--- src/hw/div_pkg.sv ---
package div_pkg;

    // Operand width, any even width up to 31 works
    localparam int div_w = 16;
    // Iteration counter width, must hold div_w
    localparam int cnt_w = 5;

    // Operand queue entries, also the upstream agent's starting credits
    localparam int queue_depth = 2;
    localparam int qptr_w      = $clog2(queue_depth);      // Queue read/write pointer
    localparam int qcnt_w      = $clog2(queue_depth + 1);  // Queue fill count

    // Downstream credits held by the result port after reset
    localparam int out_credits = 2;
    localparam int cred_w      = $clog2(out_credits + 1);  // Credit counter width

    // Operand pair as it arrives from upstream
    typedef struct packed {
        logic [div_w-1:0] dividend;  // Upper half
        logic [div_w-1:0] divisor;   // Lower half
    } div_op_t;

    // Result pair as it leaves downstream
    typedef struct packed {
        logic [div_w-1:0] quotient;   // Upper half
        logic [div_w-1:0] remainder;  // Lower half
    } div_res_t;

endpackage

--- src/hw/div_alu.sv ---
// Single restoring step of the divider
// Trial subtraction of the divisor from the shifted partial remainder
// Borrow out means the divisor did not fit, so the old value is kept
module div_alu (
    input  logic [div_pkg::div_w:0]   part_rem,  // Shifted remainder with next dividend bit
    input  logic [div_pkg::div_w-1:0] divisor,
    output logic [div_pkg::div_w:0]   next_rem,  // Restored or reduced remainder
    output logic                      q_bit      // Quotient bit for this step
);

    // One bit wider than part_rem so the borrow lands in the MSB
    logic [div_pkg::div_w+1:0] diff;
    logic                      sign;  // Set when the trial went negative

    // Trial subtraction, both sides zero extended
    assign diff = {1'b0, part_rem} - {2'b00, divisor};

    assign sign = diff[div_pkg::div_w+1];  // Borrow out of the subtraction

    // Divisor fits when no borrow
    assign q_bit = ~sign;

    // Restore on borrow, otherwise take the reduced value
    // A zero divisor never borrows, so the dividend bits just shift through
    always_comb begin
        if (sign) begin
            next_rem = part_rem;  // Restore
        end else begin
            next_rem = diff[div_pkg::div_w:0];  // Keep the difference
        end
    end

endmodule

--- src/hw/div_ctrl.sv ---
// Divider sequencing FSM
// idle pops and loads, run steps, finish and wait hand the result to the port
module div_ctrl (
    input  logic clk,
    input  logic rst_n,
    input  logic q_nonempty,  // Operand queue has a pair
    input  logic port_busy,   // Result port still holds a result
    input  logic iter_done,   // Last step in progress
    output logic q_pop,
    output logic load,
    output logic step,
    output logic capture,
    output logic res_push
);

    typedef enum logic [1:0] {
        ST_IDLE   = 2'd0,
        ST_RUN    = 2'd1,
        ST_FINISH = 2'd2,
        ST_WAIT   = 2'd3
    } state_t;

    state_t state;
    state_t state_nxt;

    // State register
    always_ff @(posedge clk or negedge rst_n) begin
        if (!rst_n) begin
            state <= ST_IDLE;
        end else begin
            state <= state_nxt;
        end
    end

    // Next state and outputs
    always_comb begin
        state_nxt = state;
        q_pop     = 1'b0;
        load      = 1'b0;
        step      = 1'b0;
        capture   = 1'b0;
        res_push  = 1'b0;
        case (state)
            ST_IDLE: begin
                if (q_nonempty) begin
                    q_pop     = 1'b1;  // Pop and load in the same cycle
                    load      = 1'b1;
                    state_nxt = ST_RUN;
                end
            end
            ST_RUN: begin
                step = 1'b1;  // One quotient bit per cycle
                if (iter_done) begin
                    state_nxt = ST_FINISH;
                end
            end
            ST_FINISH: begin
                if (!port_busy) begin
                    capture   = 1'b1;
                    res_push  = 1'b1;
                    state_nxt = ST_IDLE;
                end else begin
                    state_nxt = ST_WAIT;  // Port full, hold the result here
                end
            end
            ST_WAIT: begin
                if (!port_busy) begin  // Credit came back downstream
                    capture   = 1'b1;
                    res_push  = 1'b1;
                    state_nxt = ST_IDLE;
                end
            end
            default: state_nxt = ST_IDLE;
        endcase
    end

    // A load mid-division would corrupt the working registers
    a_no_step_load : assert property (@(posedge clk) disable iff (!rst_n)
        !(step && load))
        else $error("step and load high together");

endmodule

--- src/hw/div_datapath.sv ---
// Shift, subtract and restore datapath
// Dividend register doubles as the quotient register, bits shift in from the right
module div_datapath (
    input  logic              clk,
    input  logic              rst_n,
    input  logic              load,       // Take a new operand pair
    input  logic              step,       // One restoring iteration
    input  logic              capture,    // Present the finished pair on res_word
    input  div_pkg::div_op_t  op_in,      // Head of the operand queue
    output logic              iter_done,  // Last step is in progress
    output div_pkg::div_res_t res_word    // Quotient and remainder
);

    logic [div_pkg::div_w-1:0] dvsr;     // Divisor register
    logic [div_pkg::div_w-1:0] quo;      // Dividend going in, quotient coming out
    logic [div_pkg::div_w-1:0] rem;      // Partial remainder
    logic [div_pkg::cnt_w-1:0] cnt;      // Index of the step in progress, 1 based
    logic [div_pkg::div_w:0]   part_rem; // Remainder shifted left with next dividend bit
    logic [div_pkg::div_w:0]   next_rem; // ALU choice
    logic                      q_bit;    // New quotient bit

    // Left shift of the remainder/quotient pair by one
    assign part_rem = {rem, quo[div_pkg::div_w-1]};

    div_alu u_alu (
        .part_rem (part_rem),
        .divisor  (dvsr),
        .next_rem (next_rem),
        .q_bit    (q_bit)
    );

    // Operand and working registers, payload only
    always_ff @(posedge clk) begin
        if (load) begin
            dvsr <= op_in.divisor;
            quo  <= op_in.dividend;
            rem  <= '0;  // Partial remainder starts empty
        end else if (step) begin
            rem <= next_rem[div_pkg::div_w-1:0];          // Top bit is always clear
            quo <= {quo[div_pkg::div_w-2:0], q_bit};      // Quotient bit in from the right
        end
    end

    // Iteration counter
    always_ff @(posedge clk or negedge rst_n) begin
        if (!rst_n) begin
            cnt <= '0;
        end else if (load) begin
            cnt <= {{(div_pkg::cnt_w-1){1'b0}}, 1'b1};  // First step is step 1
        end else if (step) begin
            cnt <= cnt + 1'b1;
        end
    end

    // High during step div_w, the controller leaves the run state on it
    assign iter_done = (cnt == div_pkg::div_w[div_pkg::cnt_w-1:0]);

    // Finished pair shows up only in the capture cycle
    always_comb begin
        if (capture) begin
            res_word.quotient  = quo;
            res_word.remainder = rem;
        end else begin
            res_word = '0;
        end
    end

    // Remainder must stay below the divisor, or pass the dividend through on zero
    a_rem_fits : assert property (@(posedge clk) disable iff (!rst_n)
        step |-> !next_rem[div_pkg::div_w])
        else $error("ALU remainder overflowed the remainder register");

endmodule

--- src/hw/div_op_queue.sv ---
// Operand queue with upstream credit return
// Incoming pairs go through a staging register, then into a small circular buffer
module div_op_queue (
    input  logic             clk,
    input  logic             rst_n,
    input  logic             op_valid,    // Upstream spends a credit
    input  div_pkg::div_op_t op,
    input  logic             q_pop,       // Controller takes the head
    output logic             q_nonempty,
    output div_pkg::div_op_t q_op,        // Head entry
    output logic             in_credit    // One credit back per pop
);

    div_pkg::div_op_t            mem [div_pkg::queue_depth];
    div_pkg::div_op_t            wr_op;  // Staged pair
    logic                        wr_v;   // Staged pair valid
    logic [div_pkg::qptr_w-1:0]  wptr;
    logic [div_pkg::qptr_w-1:0]  rptr;
    logic [div_pkg::qcnt_w-1:0]  fill;   // Entries in the buffer

    // Staging register, this is the queue write cycle
    always_ff @(posedge clk or negedge rst_n) begin
        if (!rst_n) begin
            wr_v <= 1'b0;
        end else begin
            wr_v <= op_valid;
        end
    end

    always_ff @(posedge clk) begin
        wr_op <= op;  // Payload, qualified by wr_v
        if (wr_v) begin
            mem[wptr] <= wr_op;
        end
    end

    // Pointers wrap at queue_depth, fill moves up, down or stays
    always_ff @(posedge clk or negedge rst_n) begin
        if (!rst_n) begin
            wptr      <= '0;
            rptr      <= '0;
            fill      <= '0;
            in_credit <= 1'b0;
        end else begin
            if (wr_v) begin
                wptr <= (wptr == div_pkg::queue_depth - 1) ? '0 : wptr + 1'b1;
            end
            if (q_pop) begin
                rptr <= (rptr == div_pkg::queue_depth - 1) ? '0 : rptr + 1'b1;
            end
            if (wr_v && !q_pop) begin
                fill <= fill + 1'b1;
            end else if (q_pop && !wr_v) begin
                fill <= fill - 1'b1;
            end
            in_credit <= q_pop;  // Registered pop is the credit pulse
        end
    end

    assign q_nonempty = (fill != '0);
    assign q_op       = mem[rptr];

    // A write into a full buffer means upstream sent without a credit
    a_no_overflow : assert property (@(posedge clk) disable iff (!rst_n)
        wr_v |-> (fill < div_pkg::queue_depth))
        else $error("operand queue written while full, upstream ignored credits");

    a_no_underflow : assert property (@(posedge clk) disable iff (!rst_n)
        q_pop |-> q_nonempty)
        else $error("operand queue popped while empty");

endmodule

--- src/hw/div_result_port.sv ---
// One entry result holder with downstream credits
// Sends as soon as it holds a result and at least one credit
module div_result_port (
    input  logic              clk,
    input  logic              rst_n,
    input  logic              res_push,    // Controller hands over a result
    input  div_pkg::div_res_t res_word,
    input  logic              out_credit,  // Downstream returns one credit
    output logic              port_busy,   // Result held, not yet sent
    output logic              res_valid,
    output div_pkg::div_res_t res
);

    div_pkg::div_res_t          held;     // Stored result
    logic                       full;
    logic [div_pkg::cred_w-1:0] credits;  // Downstream credits in hand

    // Send when a result and a credit are both present
    assign res_valid = full && (credits != '0);
    assign port_busy = full;
    assign res       = held;

    always_ff @(posedge clk) begin
        if (res_push) begin
            held <= res_word;  // Payload
        end
    end

    always_ff @(posedge clk or negedge rst_n) begin
        if (!rst_n) begin
            full <= 1'b0;
        end else if (res_push) begin
            full <= 1'b1;
        end else if (res_valid) begin
            full <= 1'b0;  // Sent, slot free next cycle
        end
    end

    // Credit counter, one return and one send cancel out
    always_ff @(posedge clk or negedge rst_n) begin
        if (!rst_n) begin
            credits <= div_pkg::out_credits[div_pkg::cred_w-1:0];
        end else begin
            case ({out_credit, res_valid})
                2'b10:   credits <= credits + 1'b1;
                2'b01:   credits <= credits - 1'b1;
                default: credits <= credits;
            endcase
        end
    end

    // Downstream returned more credits than it was given
    a_credit_max : assert property (@(posedge clk) disable iff (!rst_n)
        credits <= div_pkg::out_credits)
        else $error("downstream credit count above out_credits");

    a_no_push_busy : assert property (@(posedge clk) disable iff (!rst_n)
        res_push |-> !full)
        else $error("result pushed while port busy");

endmodule

--- src/hw/div_unit.sv ---
// Credit based iterative divider, top level
module div_unit (
    input  logic              clk,
    input  logic              rst_n,
    input  logic              op_valid,
    input  div_pkg::div_op_t  op,
    output logic              in_credit,
    output logic              res_valid,
    output div_pkg::div_res_t res,
    input  logic              out_credit
);

    logic              q_nonempty;
    logic              q_pop;
    div_pkg::div_op_t  q_op;       // Queue head into the datapath
    logic              load;
    logic              step;
    logic              capture;
    logic              iter_done;
    logic              port_busy;
    logic              res_push;
    div_pkg::div_res_t res_word;   // Datapath result into the port

    div_op_queue u_queue (
        .clk        (clk),
        .rst_n      (rst_n),
        .op_valid   (op_valid),
        .op         (op),
        .q_pop      (q_pop),
        .q_nonempty (q_nonempty),
        .q_op       (q_op),
        .in_credit  (in_credit)
    );

    div_ctrl u_ctrl (
        .clk        (clk),
        .rst_n      (rst_n),
        .q_nonempty (q_nonempty),
        .port_busy  (port_busy),
        .iter_done  (iter_done),
        .q_pop      (q_pop),
        .load       (load),
        .step       (step),
        .capture    (capture),
        .res_push   (res_push)
    );

    div_datapath u_datapath (
        .clk       (clk),
        .rst_n     (rst_n),
        .load      (load),
        .step      (step),
        .capture   (capture),
        .op_in     (q_op),
        .iter_done (iter_done),
        .res_word  (res_word)
    );

    div_result_port u_port (
        .clk        (clk),
        .rst_n      (rst_n),
        .res_push   (res_push),
        .res_word   (res_word),
        .out_credit (out_credit),
        .port_busy  (port_busy),
        .res_valid  (res_valid),
        .res        (res)
    );

endmodule
--- config.mk ---
export PLATFORM = sky130hd
export DESIGN_NAME = div_unit
export DESIGN_NICKNAME = d
export VERILOG_FILES = /design/src/hw/div_pkg.sv /design/src/hw/div_alu.sv /design/src/hw/div_ctrl.sv /design/src/hw/div_datapath.sv /design/src/hw/div_op_queue.sv /design/src/hw/div_result_port.sv /design/src/hw/div_unit.sv
export SDC_FILE = /design/constraint.sdc
export NUM_CORES = 1
export LEC_CHECK = 0
export ABC_AREA = 1
export BUFFER_PORTS_ARGS = -buffer_cell sky130_fd_sc_hd__buf_2
export CORE_ASPECT_RATIO = 1.5
export CORE_MARGIN = 4
export CORE_UTILIZATION = 45
export DETAILED_ROUTE_END_ITERATION = 10
export HOLD_SLACK_MARGIN = 0.08
export PLACE_DENSITY = 0.7
export SLEW_MARGIN = 20
export SYNTH_ARGS = -nofsm -noshare
export SYNTH_HDL_FRONTEND = slang
export SYNTH_SLANG_ARGS = --single-unit
export TNS_END_PERCENT = 5
--- constraint.sdc ---
create_clock -name clk -period 4.88 [get_ports clk]
set_input_delay 0.976 -clock clk [delete_from_list [all_inputs] [get_ports clk]]
set_output_delay 0.976 -clock clk [all_outputs]
set_load 0.01 [all_outputs]
# ---- Yosys cells after proc, flatten, opt, wreduce, memory -nomap -nowiden
# Memories as Yosys holds them, arrays and structs flattened.
# Index checks and enable logic that the tools add are counted.
dict set report totals {
  register_bits 128
  in_bits 36
  wordCells 73
  output_inout_bits 34
  ram_bits 64
  mem_count 1
}
# name words width rd rd_ports_with_merged_regs write_ports line
set memory_table {}
lappend memory_table {u_queue.mem 2 32 1 0 1 div_op_queue.sv:14} ;# div_pkg::div_op_t mem [div_pkg::queue_depth];
dict set report classes {
  eq_ne 9
  n_mux 24
  bitwise 1
  reduce_logical 14
  add_sub_neg 8
}
# operator n
set op_table {}
lappend op_table {{16-bit two-way mux} 3}
lappend op_table {{17-bit by 16-bit subtractor with 18-bit output} 1}
lappend op_table {{2-bit two-way mux} 6}
lappend op_table {{2-bit nonzero test} 6}
lappend op_table {{1-bit two-way mux} 11}
lappend op_table {{5-bit two-way mux} 2}
lappend op_table {{2-bit case mux with 4 select lines} 1}
lappend op_table {{2-bit equality test, second input constant} 3}
lappend op_table {{2-bit != test, second input constant} 3}
lappend op_table {{5-bit by 1-bit adder with 5-bit output, second input constant} 1}
lappend op_table {{5-bit equality test, second input constant} 1}
lappend op_table {{2-bit by 1-bit adder with 2-bit output, second input constant} 2}
lappend op_table {{2-bit by 1-bit equality test with 1-bit output, second input constant} 2}
lappend op_table {{2-bit case mux with 2 select lines} 1}
lappend op_table {{2-bit by 1-bit subtractor with 2-bit output, second input constant} 2}
lappend op_table {{1-bit logical AND} 3}
lappend op_table {{3-bit AND reduction} 1}
lappend op_table {{1-bit adder, second input constant} 2}
lappend op_table {{1-bit logical NOT} 2}
lappend op_table {{2-bit logical NOT} 1}
lappend op_table {{2-bit OR reduction} 1}
lappend op_table {{1-bit NOT} 1}

# ---- Logic depth before layout (Yosys ltp)
dict set report depth {
  depth_word 6
  depth_mapped 14
  ltp_nobuf 14
}

# ---- Cells and area by module
# Synthesis repeated with hierarchy kept, for this count alone.
dict set report unflattened {
  cells_unflattened 759
  hier_area_um2 8328.0
}
# mod cells_per_inst instances area_each_um2 seq_area_each_um2
set modules_own_cells {}
lappend modules_own_cells {div_op_queue 158 1 3355.7 2712.6}
lappend modules_own_cells {div_datapath 254 1 2301.0 1406.3}
lappend modules_own_cells {div_alu 274 1 1393.8 0.0}
lappend modules_own_cells {div_result_port 51 1 1128.6 1037.2}
lappend modules_own_cells {div_ctrl 22 1 148.9 50.0}

# ---- Worst setup path after synthesis
# Ideal clock, no wire load.
dict set report synth_timing {
  path_kind {reg2reg}
  startpoint {register u_queue.wr_v}
  endpoint {memory u_queue.mem[0][0] (netlist name), enable pin}
  path_slack_ns 2.673
  path_buffers 0
  period_less_slack_ns 2.207
  path_stages_with_launch 3
  required_ns 4.459
  arrival_ns 1.786
  setup_time_ns 0.421
  cell_sequence {dfrtp_1 -> inv_1 -> nor2_1}
}
dict set report synth_between {
  elab_chain_cells 2
}
# element line
set synth_lines {}
lappend synth_lines {{from (decl)} div_op_queue.sv:16} ;# logic wr_v;
lappend synth_lines {{from (signal assigned)} div_op_queue.sv:26} ;# wr_v <= op_valid;
lappend synth_lines {{1-bit two-way mux} div_op_queue.sv:32} ;# if (wr_v) begin
lappend synth_lines {{1-bit two-way mux (not written as such)} div_op_queue.sv:33} ;# mem[wptr] <= wr_op;
lappend synth_lines {{to (decl)} div_op_queue.sv:14}
# Every way passes these cells.

# ---- Worst setup path in the final report
dict set report layout_timing {
  startpoint {register u_ctrl.state[1]}
  endpoint {register u_datapath.rem[4] (netlist name)}
}
dict set report layout_between {
  elab_chain_cells 2
  elab_cells_between_ends 4
  cone_classes {eq/ne (1); mux (2); reduce/logical (1)}
}
# element line
set layout_lines {}
lappend layout_lines {{from (decl)} div_ctrl.sv:23} ;# state_t state;
lappend layout_lines {{from (signal assigned)} div_ctrl.sv:31} ;# state <= state_nxt;
lappend layout_lines {{2-bit by 1-bit equality test with 1-bit output or 2-bit logical NOT (tied branches)} div_ctrl.sv:43} ;# case (state)
lappend layout_lines {{1-bit two-way mux} div_ctrl.sv:43}
lappend layout_lines {{to (signal assigned)} div_datapath.sv:39} ;# rem <= next_rem[div_pkg::div_w-1:0];
lappend layout_lines {{to (decl)} div_datapath.sv:16} ;# logic [div_pkg::div_w-1:0] rem;
# Parallel ways exist; a longest one is shown, timed or not.
# A chain may end at the register's enable or synchronous reset.

==> out/results.txt <==
Status - finished, final reports clean
Residual DRC - 0
Yosys cell types - 40
Final period utilization - 0.547
Fill cells - 1368
Antenna diode count - 0
Fin. Hold Viols - 0
Post-synth EDFFs - 128
Ys async rst share - 0.0833
WL/cell - 14.5 µm
Worst setup path start - u_ctrl.state[1]$_DFFE_PN0P_
Yosys reg bits - 192
CORE AREA - 16300 µm²
HPWL after detailed placement - 9310 µm
Unrepaired setup endpoints after global routing - false
Rows - 57
Mux share of post-synthesis cell area - 0
Synth Area in XOR/XNOR - 0.0162
Synth-to-Final Area Change - 15.0%
Setup bufs post-CTS - 0
Pwr per Cell Area - 679 nW/µm²
Drt pass-1 iters - 6
Worst Path Required - 5.13 ns
WL met1 - 5470 µm
Synth Instances - 672
Seq/Total Area, Yosys - 0.688
Mapped Nets - 729
Rel. slew slack - 0.275
Startpoint types - register
Total track usage - 0.153
Complex-gate fraction of the synthesized area - 0.0379
Root buffer cell - clkbuf_16
Final ANT Viol Nets - 0
Reg clk slew, reported paths - 0.07 ns
Mapped Avg Cell Area - 11.3 µm²
Final wirelength - 14000 µm
Length of routed met2 wiring - 7730 µm
Maxcap violations - 0
Main combinational cell family by area after synthesis - simple AND/OR/NAND/NOR gates
Final TNS setup - 0 ns
Finished Layout Cells - 968
Largest net degree at the start of global routing - 51
Most frequent cells in the layout - 199 x nand2_1, 128 x edfxtp_1, 78 x inv_1
Commonest non-fill, non-tap cell in the layout - nand2_1
Remaining global-route overflow - 0
Critical R2R Launch - u_ctrl.state[1]$_DFFE_PN0P_
Initial Util - 0.463
Initial antenna violation count - 0
VDD IR max - 348 µV
I/O pin cnt - 70
Critical path arrival - 2.92 ns
Slew @ Worst Pin - 1.09 ns
Die ar. - 19000 µm²
Total power - 5910 µW
Fin Hold WS - 0.431 ns
Post-CTS sizing - 0
Post-placement cell area - 8130 µm²
Adder-cell share of the synthesized area - 0.0357
Number of port buffers - 69
Most used DFF post-synth - edfxtp_1
Final setup vio count - 0
Via Count - 4741
Post-route cell area - 8710 µm²
Clock sinks - 192
Hold Buf Count CTS - 0
Hold crit path type - register to register
Synth warnings - 0
Simple-gate share of the synthesized area - 0.171
Final min period - 2.67 ns
First-pass GRT wire length - 22900 µm
Critical hold path startpoint - u_queue.wr_op[26]$_DFF_P_
Leakage power - 0.00382 µW
Skew-Pair Late Insertion Delay - 0.42 ns
H-Tree Depth - 4
GP Congestion - 0.907
Final Skew - 0.0100 ns
Dpl cells - 936
Maximum clock rate - 374 MHz
Die W - 114 µm
Die Span Y - 167 µm
Vias in the first global route - 4846
Setup Crit Path Kind - register to register
Synth top area cells - edfxtp_1 51%, dfxtp_1 13%, nand2_1 9.9%
CP max FO - 22
Nets - 806
Fin. max-slew vios - 0
Cell taking the most area after synthesis - edfxtp_1
Cell Area, Synth - 7570 µm²
Critical Path Sink Type - register
Number of buffers created by CTS - 17
Starting DRT DRC Count - 214
WL met3 - 606 µm
CTS tree - built
Share of cells above drive strength 1 - 0.161
Top layer in use - met4
Routed vias/inst - 4.90
Synth top area share - 0.508
Max Root-Sink Buffers - 2
[cell families (layout without fill, tap and decap cells)]
family,Yosys count,in the layout
buffers and inverters,95,185
adder cells (fa/ha/maj),21,21
flip-flops,192,192
XOR/XNOR,14,14
AND/OR/NAND/NOR,301,301
AO/OA/AOI/OAI,49,49
[power by group]
group | leakage (µW) | switching [µW] | internal, µW
clock | 0.000285 | 601 | 741
combinational | 0.00174 | 1350 | 744
sequential | 0.00179 | 219 | 2260
total | 0.00382 | 2170 | 3740
[cell usage after synthesis (2+ instances only)]
master,number
a21oi_1,17
a31oi_1,15
buf_1,2
buf_2,2
buf_6,2
clkbuf_1,8
dfrtp_1,15
dfxtp_1,48
edfxtp_1,128
ha_1,20
inv_1,78
nand2_1,199
nand2_2,3
nand2_4,2
nand3_1,42
nand3_2,5
nand3b_1,5
nand4_1,4
nor2_1,33
nor3_1,2
o21ai_0,10
o22ai_1,2
xnor2_1,11
xor2_1,3
[final cells by class]
class	count	area, µm²	share of cell area
Timing Repair Buffer	74	383	0.0440
Tap cell	206	258	0.0296
Inverter	79	297	0.0341
Sequential cell	192	5210	0.598
Multi-Input combinational cell	385	1980	0.228
Clock buffer	19	453	0.0520
Clock inverter	13	128	0.0147
[flip-flops by register name, indices dropped and copies added (netlist names), 2 cells and up]
signal           cells
u_port.res          32
u_queue.fill         2
u_queue.mem         64
u_datapath.rem      16
u_datapath.quo      16
u_datapath.cnt       5
u_datapath.dvsr     16
u_queue.wr_op       32
u_ctrl.state         2
u_port.credits       2
[stage by stage]
| stage | util | worst slack (ns) |
|---|---|---|
| floorplan | - | 2.67 |
| global placement | 0.498 | 2.33 |
| detailed placement | 0.498 | 2.21 |
| CTS | 0.533 | 2.18 |
| global route | 0.533 | 2.03 |
| finish | 0.533 | 2.21 |
[path summary, 6_finish.rpt]
kind | end | slack [ns] | cells after the start
hold / removal | u_queue.mem[1][26]$_DFFE_PP_ | 0.43 | 0
setup reg to reg | u_datapath.rem[4]$_SDFFE_PP0P_ | 2.21 | 7
hold reg to reg | u_queue.mem[1][26]$_DFFE_PP_ | 0.43 | 0
setup / recovery | u_datapath.rem[4]$_SDFFE_PP0P_ | 2.21 | 7
max in group asynchronous | u_port.credits[1]$_DFFE_PN1P_ | 4.13 | 1
min in group asynchronous | u_port.credits[0]$_DFFE_PN0P_ | 0.45 | 1
[metal layers]
metal	vias up	GRT usage
met3	15	0.0305
met1	2227	0.168
li1	2387	-
met4	0	0.0537
met5	-	0
met2	112	0.289
[critical path, cell delays in order (launching register included)]
cell	delay (ns)
dfrtp_1	0.38
inv_1	0.16
nand2_1	0.15
inv_1	0.53
nor2_1	0.11
buf_4	0.23
inv_1	0.72
o21ai_0	0.22
Power figures use the tool's default switching activity.
